`src/hdl/arcade_pkg.sv`:
```
package arcade_pkg;

    // Horizontal raster in pixels
    localparam int h_active     = 32;
    localparam int h_total      = 40;
    localparam int h_sync_start = 34;
    localparam int h_sync_len   = 3;

    // Vertical raster in lines
    localparam int v_active     = 16;
    localparam int v_total      = 20;
    localparam int v_sync_start = 17;
    localparam int v_sync_len   = 2;

    // One byte per visible pixel
    localparam int fb_words = h_active * v_active;

    // clk50 cycles per pixel
    localparam int pix_div = 2;

    typedef logic [5:0]  hpos_t;
    typedef logic [4:0]  vpos_t;
    typedef logic [8:0]  fb_addr_t;
    typedef logic [15:0] dl_addr_t;
    typedef logic [7:0]  pix_byte_t;
    typedef logic [7:0]  color_t;

    typedef struct packed {
        logic      en;
        fb_addr_t  addr;
        pix_byte_t data;
    } fb_wr_t;

    // Timing state for one pixel, syncs active low
    typedef struct packed {
        logic  cen;
        logic  hs;
        logic  vs;
        logic  de;
        hpos_t x;
        vpos_t y;
    } raster_t;

    typedef struct packed {
        color_t r;
        color_t g;
        color_t b;
    } rgb_t;

    // Raster state in reset with syncs inactive
    localparam raster_t raster_idle = '{cen: 1'b0, hs: 1'b1, vs: 1'b1, de: 1'b0,
                                        x: '0, y: '0};

endpackage

```
`src/hdl/rom_download.sv`:
```
`timescale 1ns/1ps

module rom_download import arcade_pkg::*; (
    input  logic      clk50,
    input  logic      arst_n,
    input  logic      dwnld_busy,
    input  logic      dwnld_we,
    input  dl_addr_t  dwnld_addr,
    input  pix_byte_t dwnld_data,
    output fb_wr_t    fb_wr,
    output logic      video_restart,
    output logic      hold
);

    logic      wr_en;
    fb_addr_t  wr_addr;
    pix_byte_t wr_data;
    logic      busy_q;

    // Strobe and end-of-download detection
    always_ff @(posedge clk50 or negedge arst_n) begin
        if (!arst_n) begin
            wr_en         <= 1'b0;
            busy_q        <= 1'b0;
            video_restart <= 1'b0;
        end else begin
            // Anything beyond the framebuffer is simply lost
            wr_en         <= dwnld_we && (dwnld_addr < dl_addr_t'(fb_words));
            busy_q        <= dwnld_busy;
            video_restart <= busy_q && !dwnld_busy;
        end
    end

    // Address and data only move with a strobe
    always_ff @(posedge clk50) begin
        if (dwnld_we) begin
            wr_addr <= fb_addr_t'(dwnld_addr);
            wr_data <= dwnld_data;
        end
    end

    assign fb_wr = '{en: wr_en, addr: wr_addr, data: wr_data};
    assign hold  = busy_q;

    // Loader only writes inside a download window
    a_we_in_busy: assert property (
        @(posedge clk50) disable iff (!arst_n)
        dwnld_we |-> dwnld_busy
    );

endmodule

```
`src/hdl/video_timing.sv`:
```
`timescale 1ns/1ps

module video_timing import arcade_pkg::*; (
    input  logic    clk50,
    input  logic    arst_n,
    input  logic    video_restart,
    output raster_t raster
);

    typedef logic [$clog2(pix_div)-1:0] div_cnt_t;

    div_cnt_t div;
    hpos_t    hcnt;
    vpos_t    vcnt;
    logic     cen;
    logic     h_last;
    logic     v_last;
    logic     hs_zone;
    logic     vs_zone;

    assign cen    = (div == div_cnt_t'(pix_div - 1));
    assign h_last = (hcnt == hpos_t'(h_total - 1));
    assign v_last = (vcnt == vpos_t'(v_total - 1));

    // Pixel enable divider
    always_ff @(posedge clk50 or negedge arst_n) begin
        if (!arst_n) begin
            div <= '0;
        end else if (video_restart || cen) begin
            div <= '0;
        end else begin
            div <= div + 1'b1;
        end
    end

    // Restart wins over the pixel enable
    always_ff @(posedge clk50 or negedge arst_n) begin
        if (!arst_n) begin
            hcnt <= '0;
            vcnt <= '0;
        end else if (video_restart) begin
            hcnt <= '0;
            vcnt <= '0;
        end else if (cen) begin
            if (h_last) begin
                hcnt <= '0;
                vcnt <= v_last ? '0 : vcnt + 1'b1;
            end else begin
                hcnt <= hcnt + 1'b1;
            end
        end
    end

    assign hs_zone = (hcnt >= hpos_t'(h_sync_start)) &&
                     (hcnt <  hpos_t'(h_sync_start + h_sync_len));
    assign vs_zone = (vcnt >= vpos_t'(v_sync_start)) &&
                     (vcnt <  vpos_t'(v_sync_start + v_sync_len));

    // Decode straight from the counters
    always_comb begin
        raster.cen = cen;
        raster.hs  = !hs_zone;
        raster.vs  = !vs_zone;
        raster.de  = (hcnt < hpos_t'(h_active)) && (vcnt < vpos_t'(v_active));
        raster.x   = hcnt;
        raster.y   = vcnt;
    end

    a_count_range: assert property (
        @(posedge clk50) disable iff (!arst_n)
        (hcnt < hpos_t'(h_total)) && (vcnt < vpos_t'(v_total))
    );

endmodule

```
`src/hdl/pixel_fetch.sv`:
```
`timescale 1ns/1ps

module pixel_fetch import arcade_pkg::*; (
    input  logic    clk50,
    input  logic    arst_n,
    input  fb_wr_t  fb_wr,
    input  raster_t raster_in,
    output raster_t raster_dly,
    output rgb_t    pixel
);

    pix_byte_t fb_mem [fb_words];
    fb_addr_t  rd_addr;
    pix_byte_t rd_byte;
    raster_t   raster_q;

    // RGB332 to 8 bits per channel by bit replication
    function automatic rgb_t expand_rgb332(input pix_byte_t p);
        rgb_t c;
        c.r = {p[7:5], p[7:5], p[7:6]};
        c.g = {p[4:2], p[4:2], p[4:3]};
        c.b = {4{p[1:0]}};
        return c;
    endfunction

    // Blanking positions wrap onto some address and are masked by de
    assign rd_addr = fb_addr_t'(raster_in.y * h_active + raster_in.x);

    // Download port and video port on one RAM
    always_ff @(posedge clk50) begin
        if (fb_wr.en) begin
            fb_mem[fb_wr.addr] <= fb_wr.data;
        end
        rd_byte <= fb_mem[rd_addr];
    end

    // Colour stage
    always_ff @(posedge clk50) begin
        pixel <= expand_rgb332(rd_byte);
    end

    // Timing follows the data through both stages
    always_ff @(posedge clk50 or negedge arst_n) begin
        if (!arst_n) begin
            raster_q   <= raster_idle;
            raster_dly <= raster_idle;
        end else begin
            raster_q   <= raster_in;
            raster_dly <= raster_q;
        end
    end

endmodule

```
`src/hdl/video_out.sv`:
```
`timescale 1ns/1ps

module video_out import arcade_pkg::*; (
    input  logic        clk50,
    input  logic        arst_n,
    input  logic        hold,
    input  raster_t     raster,
    input  rgb_t        pixel,
    output logic        vga_ce,
    output logic        vga_hs,
    output logic        vga_vs,
    output logic        vga_de,
    output color_t      vga_r,
    output color_t      vga_g,
    output color_t      vga_b,
    output logic [31:0] frame_cnt,
    output logic        led_user
);

    logic show;

    // Nothing visible while a download runs
    assign show = raster.de && !hold;

    always_ff @(posedge clk50 or negedge arst_n) begin
        if (!arst_n) begin
            vga_ce    <= 1'b0;
            vga_hs    <= 1'b1;
            vga_vs    <= 1'b1;
            vga_de    <= 1'b0;
            vga_r     <= '0;
            vga_g     <= '0;
            vga_b     <= '0;
            frame_cnt <= '0;
            led_user  <= 1'b0;
        end else begin
            vga_ce   <= raster.cen;
            vga_hs   <= raster.hs;
            vga_vs   <= raster.vs;
            vga_de   <= show;
            vga_r    <= show ? pixel.r : '0;
            vga_g    <= show ? pixel.g : '0;
            vga_b    <= show ? pixel.b : '0;
            led_user <= hold;
            // Count lands with the vs falling edge on the pin
            if (vga_vs && !raster.vs) begin
                frame_cnt <= frame_cnt + 32'd1;
            end
        end
    end

    a_blank_black: assert property (
        @(posedge clk50) disable iff (!arst_n)
        !vga_de |-> (vga_r == '0) && (vga_g == '0) && (vga_b == '0)
    );

endmodule

```
`src/hdl/arcade_core.sv`:
```
`timescale 1ns/1ps

module arcade_core import arcade_pkg::*; (
    input  logic        clk50,
    input  logic        arst_n,
    input  logic        dwnld_busy,
    input  logic        dwnld_we,
    input  dl_addr_t    dwnld_addr,
    input  pix_byte_t   dwnld_data,
    output logic        vga_ce,
    output logic        vga_hs,
    output logic        vga_vs,
    output logic        vga_de,
    output color_t      vga_r,
    output color_t      vga_g,
    output color_t      vga_b,
    output logic [31:0] frame_cnt,
    output logic        led_user
);

    fb_wr_t  fb_wr;
    logic    video_restart;
    logic    hold;
    raster_t raster;
    raster_t raster_dly;
    rgb_t    pixel;

    rom_download u_rom_download (
        .clk50         ( clk50         ),
        .arst_n        ( arst_n        ),
        .dwnld_busy    ( dwnld_busy    ),
        .dwnld_we      ( dwnld_we      ),
        .dwnld_addr    ( dwnld_addr    ),
        .dwnld_data    ( dwnld_data    ),
        .fb_wr         ( fb_wr         ),
        .video_restart ( video_restart ),
        .hold          ( hold          )
    );

    video_timing u_video_timing (
        .clk50         ( clk50         ),
        .arst_n        ( arst_n        ),
        .video_restart ( video_restart ),
        .raster        ( raster        )
    );

    pixel_fetch u_pixel_fetch (
        .clk50      ( clk50      ),
        .arst_n     ( arst_n     ),
        .fb_wr      ( fb_wr      ),
        .raster_in  ( raster     ),
        .raster_dly ( raster_dly ),
        .pixel      ( pixel      )
    );

    video_out u_video_out (
        .clk50     ( clk50      ),
        .arst_n    ( arst_n     ),
        .hold      ( hold       ),
        .raster    ( raster_dly ),
        .pixel     ( pixel      ),
        .vga_ce    ( vga_ce     ),
        .vga_hs    ( vga_hs     ),
        .vga_vs    ( vga_vs     ),
        .vga_de    ( vga_de     ),
        .vga_r     ( vga_r      ),
        .vga_g     ( vga_g      ),
        .vga_b     ( vga_b      ),
        .frame_cnt ( frame_cnt  ),
        .led_user  ( led_user   )
    );

endmodule

```
`config.mk`:
```
export PLATFORM = sky130hd
export DESIGN_NAME = arcade_core
export DESIGN_NICKNAME = d
export VERILOG_FILES = /design/src/hdl/arcade_pkg.sv /design/src/hdl/rom_download.sv /design/src/hdl/video_timing.sv /design/src/hdl/pixel_fetch.sv /design/src/hdl/video_out.sv /design/src/hdl/arcade_core.sv
export SDC_FILE = /design/constraint.sdc
export NUM_CORES = 2
export LEC_CHECK = 0
export ABC_AREA = 0
export BUFFER_PORTS_ARGS = -buffer_cell sky130_fd_sc_hd__buf_2
export CORE_MARGIN = 2
export CORE_UTILIZATION = 49
export DETAILED_ROUTE_END_ITERATION = 10
export HOLD_SLACK_MARGIN = 0.05
export PLACE_DENSITY = 0.67
export SETUP_SLACK_MARGIN = 0.2
export SLEW_MARGIN = 10
export SYNTH_ARGS = -nofsm -noshare
export SYNTH_HDL_FRONTEND = slang
export SYNTH_SLANG_ARGS = --single-unit
```
`constraint.sdc`:
```
create_clock -name clk50 -period 7.2 [get_ports clk50]
set_clock_uncertainty 0.2 [all_clocks]
set_input_delay 1.08 -clock clk50 [delete_from_list [all_inputs] [get_ports clk50]]
set_output_delay 1.08 -clock clk50 [all_outputs]
set_load 0.02 [all_outputs]
```
After elaboration in Yosys (flattened, before gate mapping). Memory sizes are Yosys's and may differ from the RTL's. A register that Yosys moved wholly into a read port is not among the register bits. Cells that the tools add are included.

Memory bits (writable): 4096. Bits in registers: 125. Logic and storage cells: 72. Memories kept: 1.

Mux-type cells: 13. Add/sub/neg operators: 5. Reductions and logical operators: 16. $lt $le $gt $ge: 7. Equality and inequality tests: 2.

Memories: u_pixel_fetch.fb_mem (words 512, width 8, read ports 1, clocked after Yosys merged registers in 1, write ports 1, line pixel_fetch.sv:12) `pix_byte_t fb_mem [fb_words];`.

Operator list (number): $add 32x1->32 const B (1); $mux 8 (3); $mux 5 (4); $mux 6 (3); $lt 16x10->1 const B (1); $lt 6x6->1 const B (2); $lt 5x5->1 const B (2); $add 9x6->9 (1); $logic_and 1x1->1 (7); $add 6x1->6 const B (1); $eq 6x6->1 const B (1); $ge 6x6->1 const B (1); $add 5x1->5 const B (1); $eq 5x5->1 const B (1); $ge 5x5->1 const B (1); $logic_not 1->1 (5); $reduce_bool 2->1 (2); $mux 1 (3); $reduce_and 2->1 (1); $add 1x1->1 const B (1); $logic_or 1x1->1 (1).

Longest topological paths before layout.
Depth after elaboration: 5. Mapped depth: 14.

Modules after synthesis. A second synthesis with hierarchy kept.

Cell total of the unflattened synthesis: 8171. Area, all modules: 165287.3 sq um.

By module, submodules not included: pixel_fetch (area each 161585.0 sq um, cells an instance 7891, times used 1); video_out (area each 2369.8 sq um, cells an instance 180, times used 1); video_timing (area each 713.2 sq um, cells an instance 75, times used 1); rom_download (area each 619.3 sq um, cells an instance 25, times used 1).

Least setup slack after synthesis. OpenSTA, ideal clock, no wires.

Path type: register to register. Start: reg u_rom_download.wr_data[0]. End: mem u_pixel_fetch.fb_mem[0][0] in the netlist's numbering (data pin). Setup time: 1.435 ns. Clock period less this slack: 7.793 ns. Required time: 5.565 ns. Cell stages (with the launch flop): 1. Data arrival time: 6.158 ns. Setup slack: -0.593 ns. Cells stage by stage: edfxtp_1.

RTL lines: from (decl) (line rom_download.sv:17) `pix_byte_t wr_data;`; from (signal assigned) (line rom_download.sv:38) `wr_data <= dwnld_data;`; to (decl) (line pixel_fetch.sv:12).

No word-level cell before the write port.

Worst setup path after layout.
Start: reg u_video_timing.hcnt[0]. End: reg u_pixel_fetch.rd_byte[7] (read register of u_pixel_fetch.fb_mem).

Longest elaborated chain between the ends: 1.

Ends and longest elaborated chain: from (decl) (line video_timing.sv:13) `hpos_t hcnt;`; from (signal assigned) (line video_timing.sv:49) `hcnt <= hcnt + 1'b1;`; $add 9x6->9 (line pixel_fetch.sv:27) `assign rd_addr = fb_addr_t'(raster_in.y * h_active + raster_in.x);`; to (decl) (line pixel_fetch.sv:14) `pix_byte_t rd_byte;`.

No other way between the ends. A chain may end at the register's enable or synchronous reset.

==> results.cfg <==
[run_status]
outcome = finished clean

[routing]
drt-vias-per-instance = 6.62
wl_um = 458000
drt_first_pass_iters = 6
drc_errors = 0
vias = 84353
ant_nets = 0
dr.first_iter.drc_count = 13562
wl_per_cell_um = 35.9

[synth]
synth_top_area_share = 0.760
synth_top_area_cell = edfxtp_1
yosysSeqAreaShare = 0.772
syn-num-nets = 7832
synth_area_leaders = edfxtp_1, mux4_2, mux2i_1, nor2_1, dfrtp_1
async_flop_share = 0.0162
synth_cell_type_count = 73
synth-seq-cells = 4197
synth_warnings = 0
synth_ff_type = edfxtp_1
syn_inst = 7797
synth_area_per_cell_um2 = 20.8
syn_area_um2 = 163000
synth_edf_count = 4113

[sta]
min_period_ns = 5.44
finalHoldViolCount = 0
worst_pin_slew_ns = 1.40
finalSetupTns_ns = 0
final-setup-viol-count = 0
rsz0062_at_grt = false
fmax_ghz = 0.184
maxSlewViolCount = 0
period_share = 0.755
hold_slack_ns = 0.0933
slew-limit-headroom = 0.0697

[cells_and_area]
n_fill_cell = 24266
drive_above_1_share = 0.225
instances_no_fill = 12743
final_util = 0.550
final_area_um2 = 182000
num-nets-final = 8051
syn_to_final_growth_pct = 11.8

[placed_design]
dp_hpwl_um = 266000
dpl_cell_area_um2 = 168000
place_congestion = 0.869
port_buffers = 88
dp.cells = 11956

[critical_path]
critPathMaxFanout = 64
arrival_ns = 6.10
cp.buffers_inverters = 2
slowest_delay_ns = 1.18
required_ns = 7.86
path_delay_family = compound AO/OA/AOI/OAI gates
cp-start-kind = flip-flop
worstSetupPathType = reg -> reg
worstSetupEndpointType = flip-flop
path_cells = buf_12 > buf_12 > mux4_2 > mux2_2 > a221oi_1 > nor2_1 > a21oi_1 > a21oi_1 > o32a_1
crit_path_top_delay_cell = dfrtp_4

[clock_tree]
cts_setup_buffers = 0
clock-sinks = 4197
clkSlewWorstSetupHoldPaths_ns = 0.06
cts_tree = built
clockRootBuffer = clkbuf_16
h-tree-depth = 5
clock_latency_ns = 0.96
clk_path_buf_depth = 4
numCtsBuffers = 421

[global_route]
overflow = 0
grt_pass1_vias = 83071
antenna_found_initial = 32
grt_max_degree = 193
grt_first_pass_wirelength_um = 640000
grtUsageTotal = 0.268

[die]
start_util = 0.492
num_rows = 211
die_y_um = 580
io-pin-count = 89
core_area_um2 = 330000
die_w_um = 580
die-area_um2 = 336000

[power]
power_density_nw_per_um2 = 344
vdd_ir_drop_max_v = 0.000263
p_leak_nw = 56.3

[hold_path]
hp-class = in -> reg

[flow_run]
cap_violations = 0
==> cell families (layout without fill, tap and decap cells) <==
group                    after synthesis  count (layout)  share of synthesized area
adder cells (fa/ha/maj)                7               7                   0.000539
AND/OR/NAND/NOR                     1055            1055                     0.0265
flip-flops                          4197            4197                      0.772
other                                  0               9                          0
XOR/XNOR                              36              36                    0.00194
buffers and inverters                508            1079                     0.0172
multiplexers                        1332            1332                      0.152
AO/OA/AOI/OAI                        662             662                     0.0300
==> power by group <==
part | leakage, nW | internal, mW | switching [mW] | total (mW)
Combinational | 11.7 | 5.00 | 8.44 | 13.4
Sequential | 38.0 | 27.1 | 0.373 | 27.5
Clock | 6.61 | 12.4 | 9.29 | 21.7
Total | 56.3 | 44.5 | 18.1 | 62.6
==> layout by cell type, fill, tap and decap left out, drive strengths merged, types with 8 or more instances in the layout <==
cell	instances
xor2	8
a22o	11
clkinvlp	11
inv	26
a31oi	11
o31ai	10
o22ai	35
nand3	40
dfrtp	62
mux2i	401
clkinv	179
nor2	627
clkbuf	527
nand2	267
and2	13
dfxtp	16
a221oi	110
bufinv	41
nand4	12
and3	15
a2111oi	22
o21ai	76
edfxtp	4113
or3	10
xnor2	28
buf	291
mux4	900
o221ai	104
mux2	31
diode	9
a211o	9
a21oi	95
nor3	28
nor2b	14
o211ai	16
a22oi	68
a211oi	37
==> layer usage <==
layer,vias up,track usage,wire length (µm)
met5,-,0,236
met4,34,0.109,20000
met3,1010,0.0721,56600
met2,5736,0.408,211000
met1,44723,0.369,170000
li1,32850,-,-
==> what timing repair did <==
action	in CTS	in global routing
resized for setup	0	0
hold endpoints to repair	3	0
setup endpoints to repair	0	0
hold buffers	3	0
==> synthesized netlist by cell type (22+ instances only) <==
| library cell | number |
|---|---|
| nand2_1 | 267 |
| mux2_2 | 31 |
| nor3_1 | 28 |
| buf_1 | 24 |
| o22ai_1 | 35 |
| a221oi_1 | 110 |
| o21ai_0 | 72 |
| nor2_1 | 627 |
| buf_6 | 54 |
| a22oi_1 | 68 |
| a2111oi_0 | 22 |
| mux4_2 | 900 |
| buf_2 | 127 |
| dfrtp_1 | 62 |
| edfxtp_1 | 4113 |
| nand3_1 | 40 |
| xnor2_1 | 28 |
| clkbuf_1 | 207 |
| a21oi_1 | 95 |
| buf_4 | 87 |
| mux2i_1 | 401 |
| a211oi_1 | 37 |
| o221ai_1 | 104 |
==> per-stage QoR <==
step           power, mW  setup WS (ns)
3_3_place_gp        41.1           1.57
4_1_cts             62.5           2.00
5_1_grt             63.9           1.67
3_5_place_dp        41.2           2.03
6_report            62.6           1.76
2_1_floorplan       36.2         -0.593
==> worst paths after layout <==
path | from | to | slack (ns) | cells past startpoint
worst max-delay path | u_video_timing.hcnt[0] | u_pixel_fetch.rd_byte[7] | 1.76 | 9
worst min-delay path | dwnld_addr[8] | u_rom_download.wr_addr[8] | 0.09 | 1
worst max register to register | u_video_timing.hcnt[0] | u_pixel_fetch.rd_byte[7] | 1.76 | 9
worst min register to register | u_pixel_fetch.raster_q[13] | u_pixel_fetch.raster_dly[13] | 0.16 | 0
max in group asynchronous | arst_n | u_video_timing.hcnt[0] | 5.17 | 3
min in group asynchronous | arst_n | u_rom_download.wr_en | 0.38 | 2
==> sequential cells by signal, indices dropped and copies added (netlist names), 2 cells and up <==
register	count
u_video_timing.hcnt	6
u_video_out.vga_g	3
u_video_timing.vcnt	5
u_pixel_fetch.raster_q	4
u_video_out.frame_cnt	32
u_video_out.vga_b	2
u_pixel_fetch.rd_byte	8
u_video_out.vga_r	3
u_pixel_fetch.raster_dly	4
u_rom_download.wr_addr	9
u_pixel_fetch.pixel	8
u_rom_download.wr_data	8
u_pixel_fetch.fb_mem	4096
==> final cells by class <==
cell class	count	area, µm²	area share
diodes	9	22.5	0.000124
clock buffers	527	11000	0.0608
clock inverters	248	2500	0.0137
inverters	9	48.8	0.000268
multi-input cells	3092	34600	0.190
flip-flops and latches	4197	126000	0.691
well taps	4366	5460	0.0301
repair buffers	295	2530	0.0139
(Power assumes the default switching activity.)
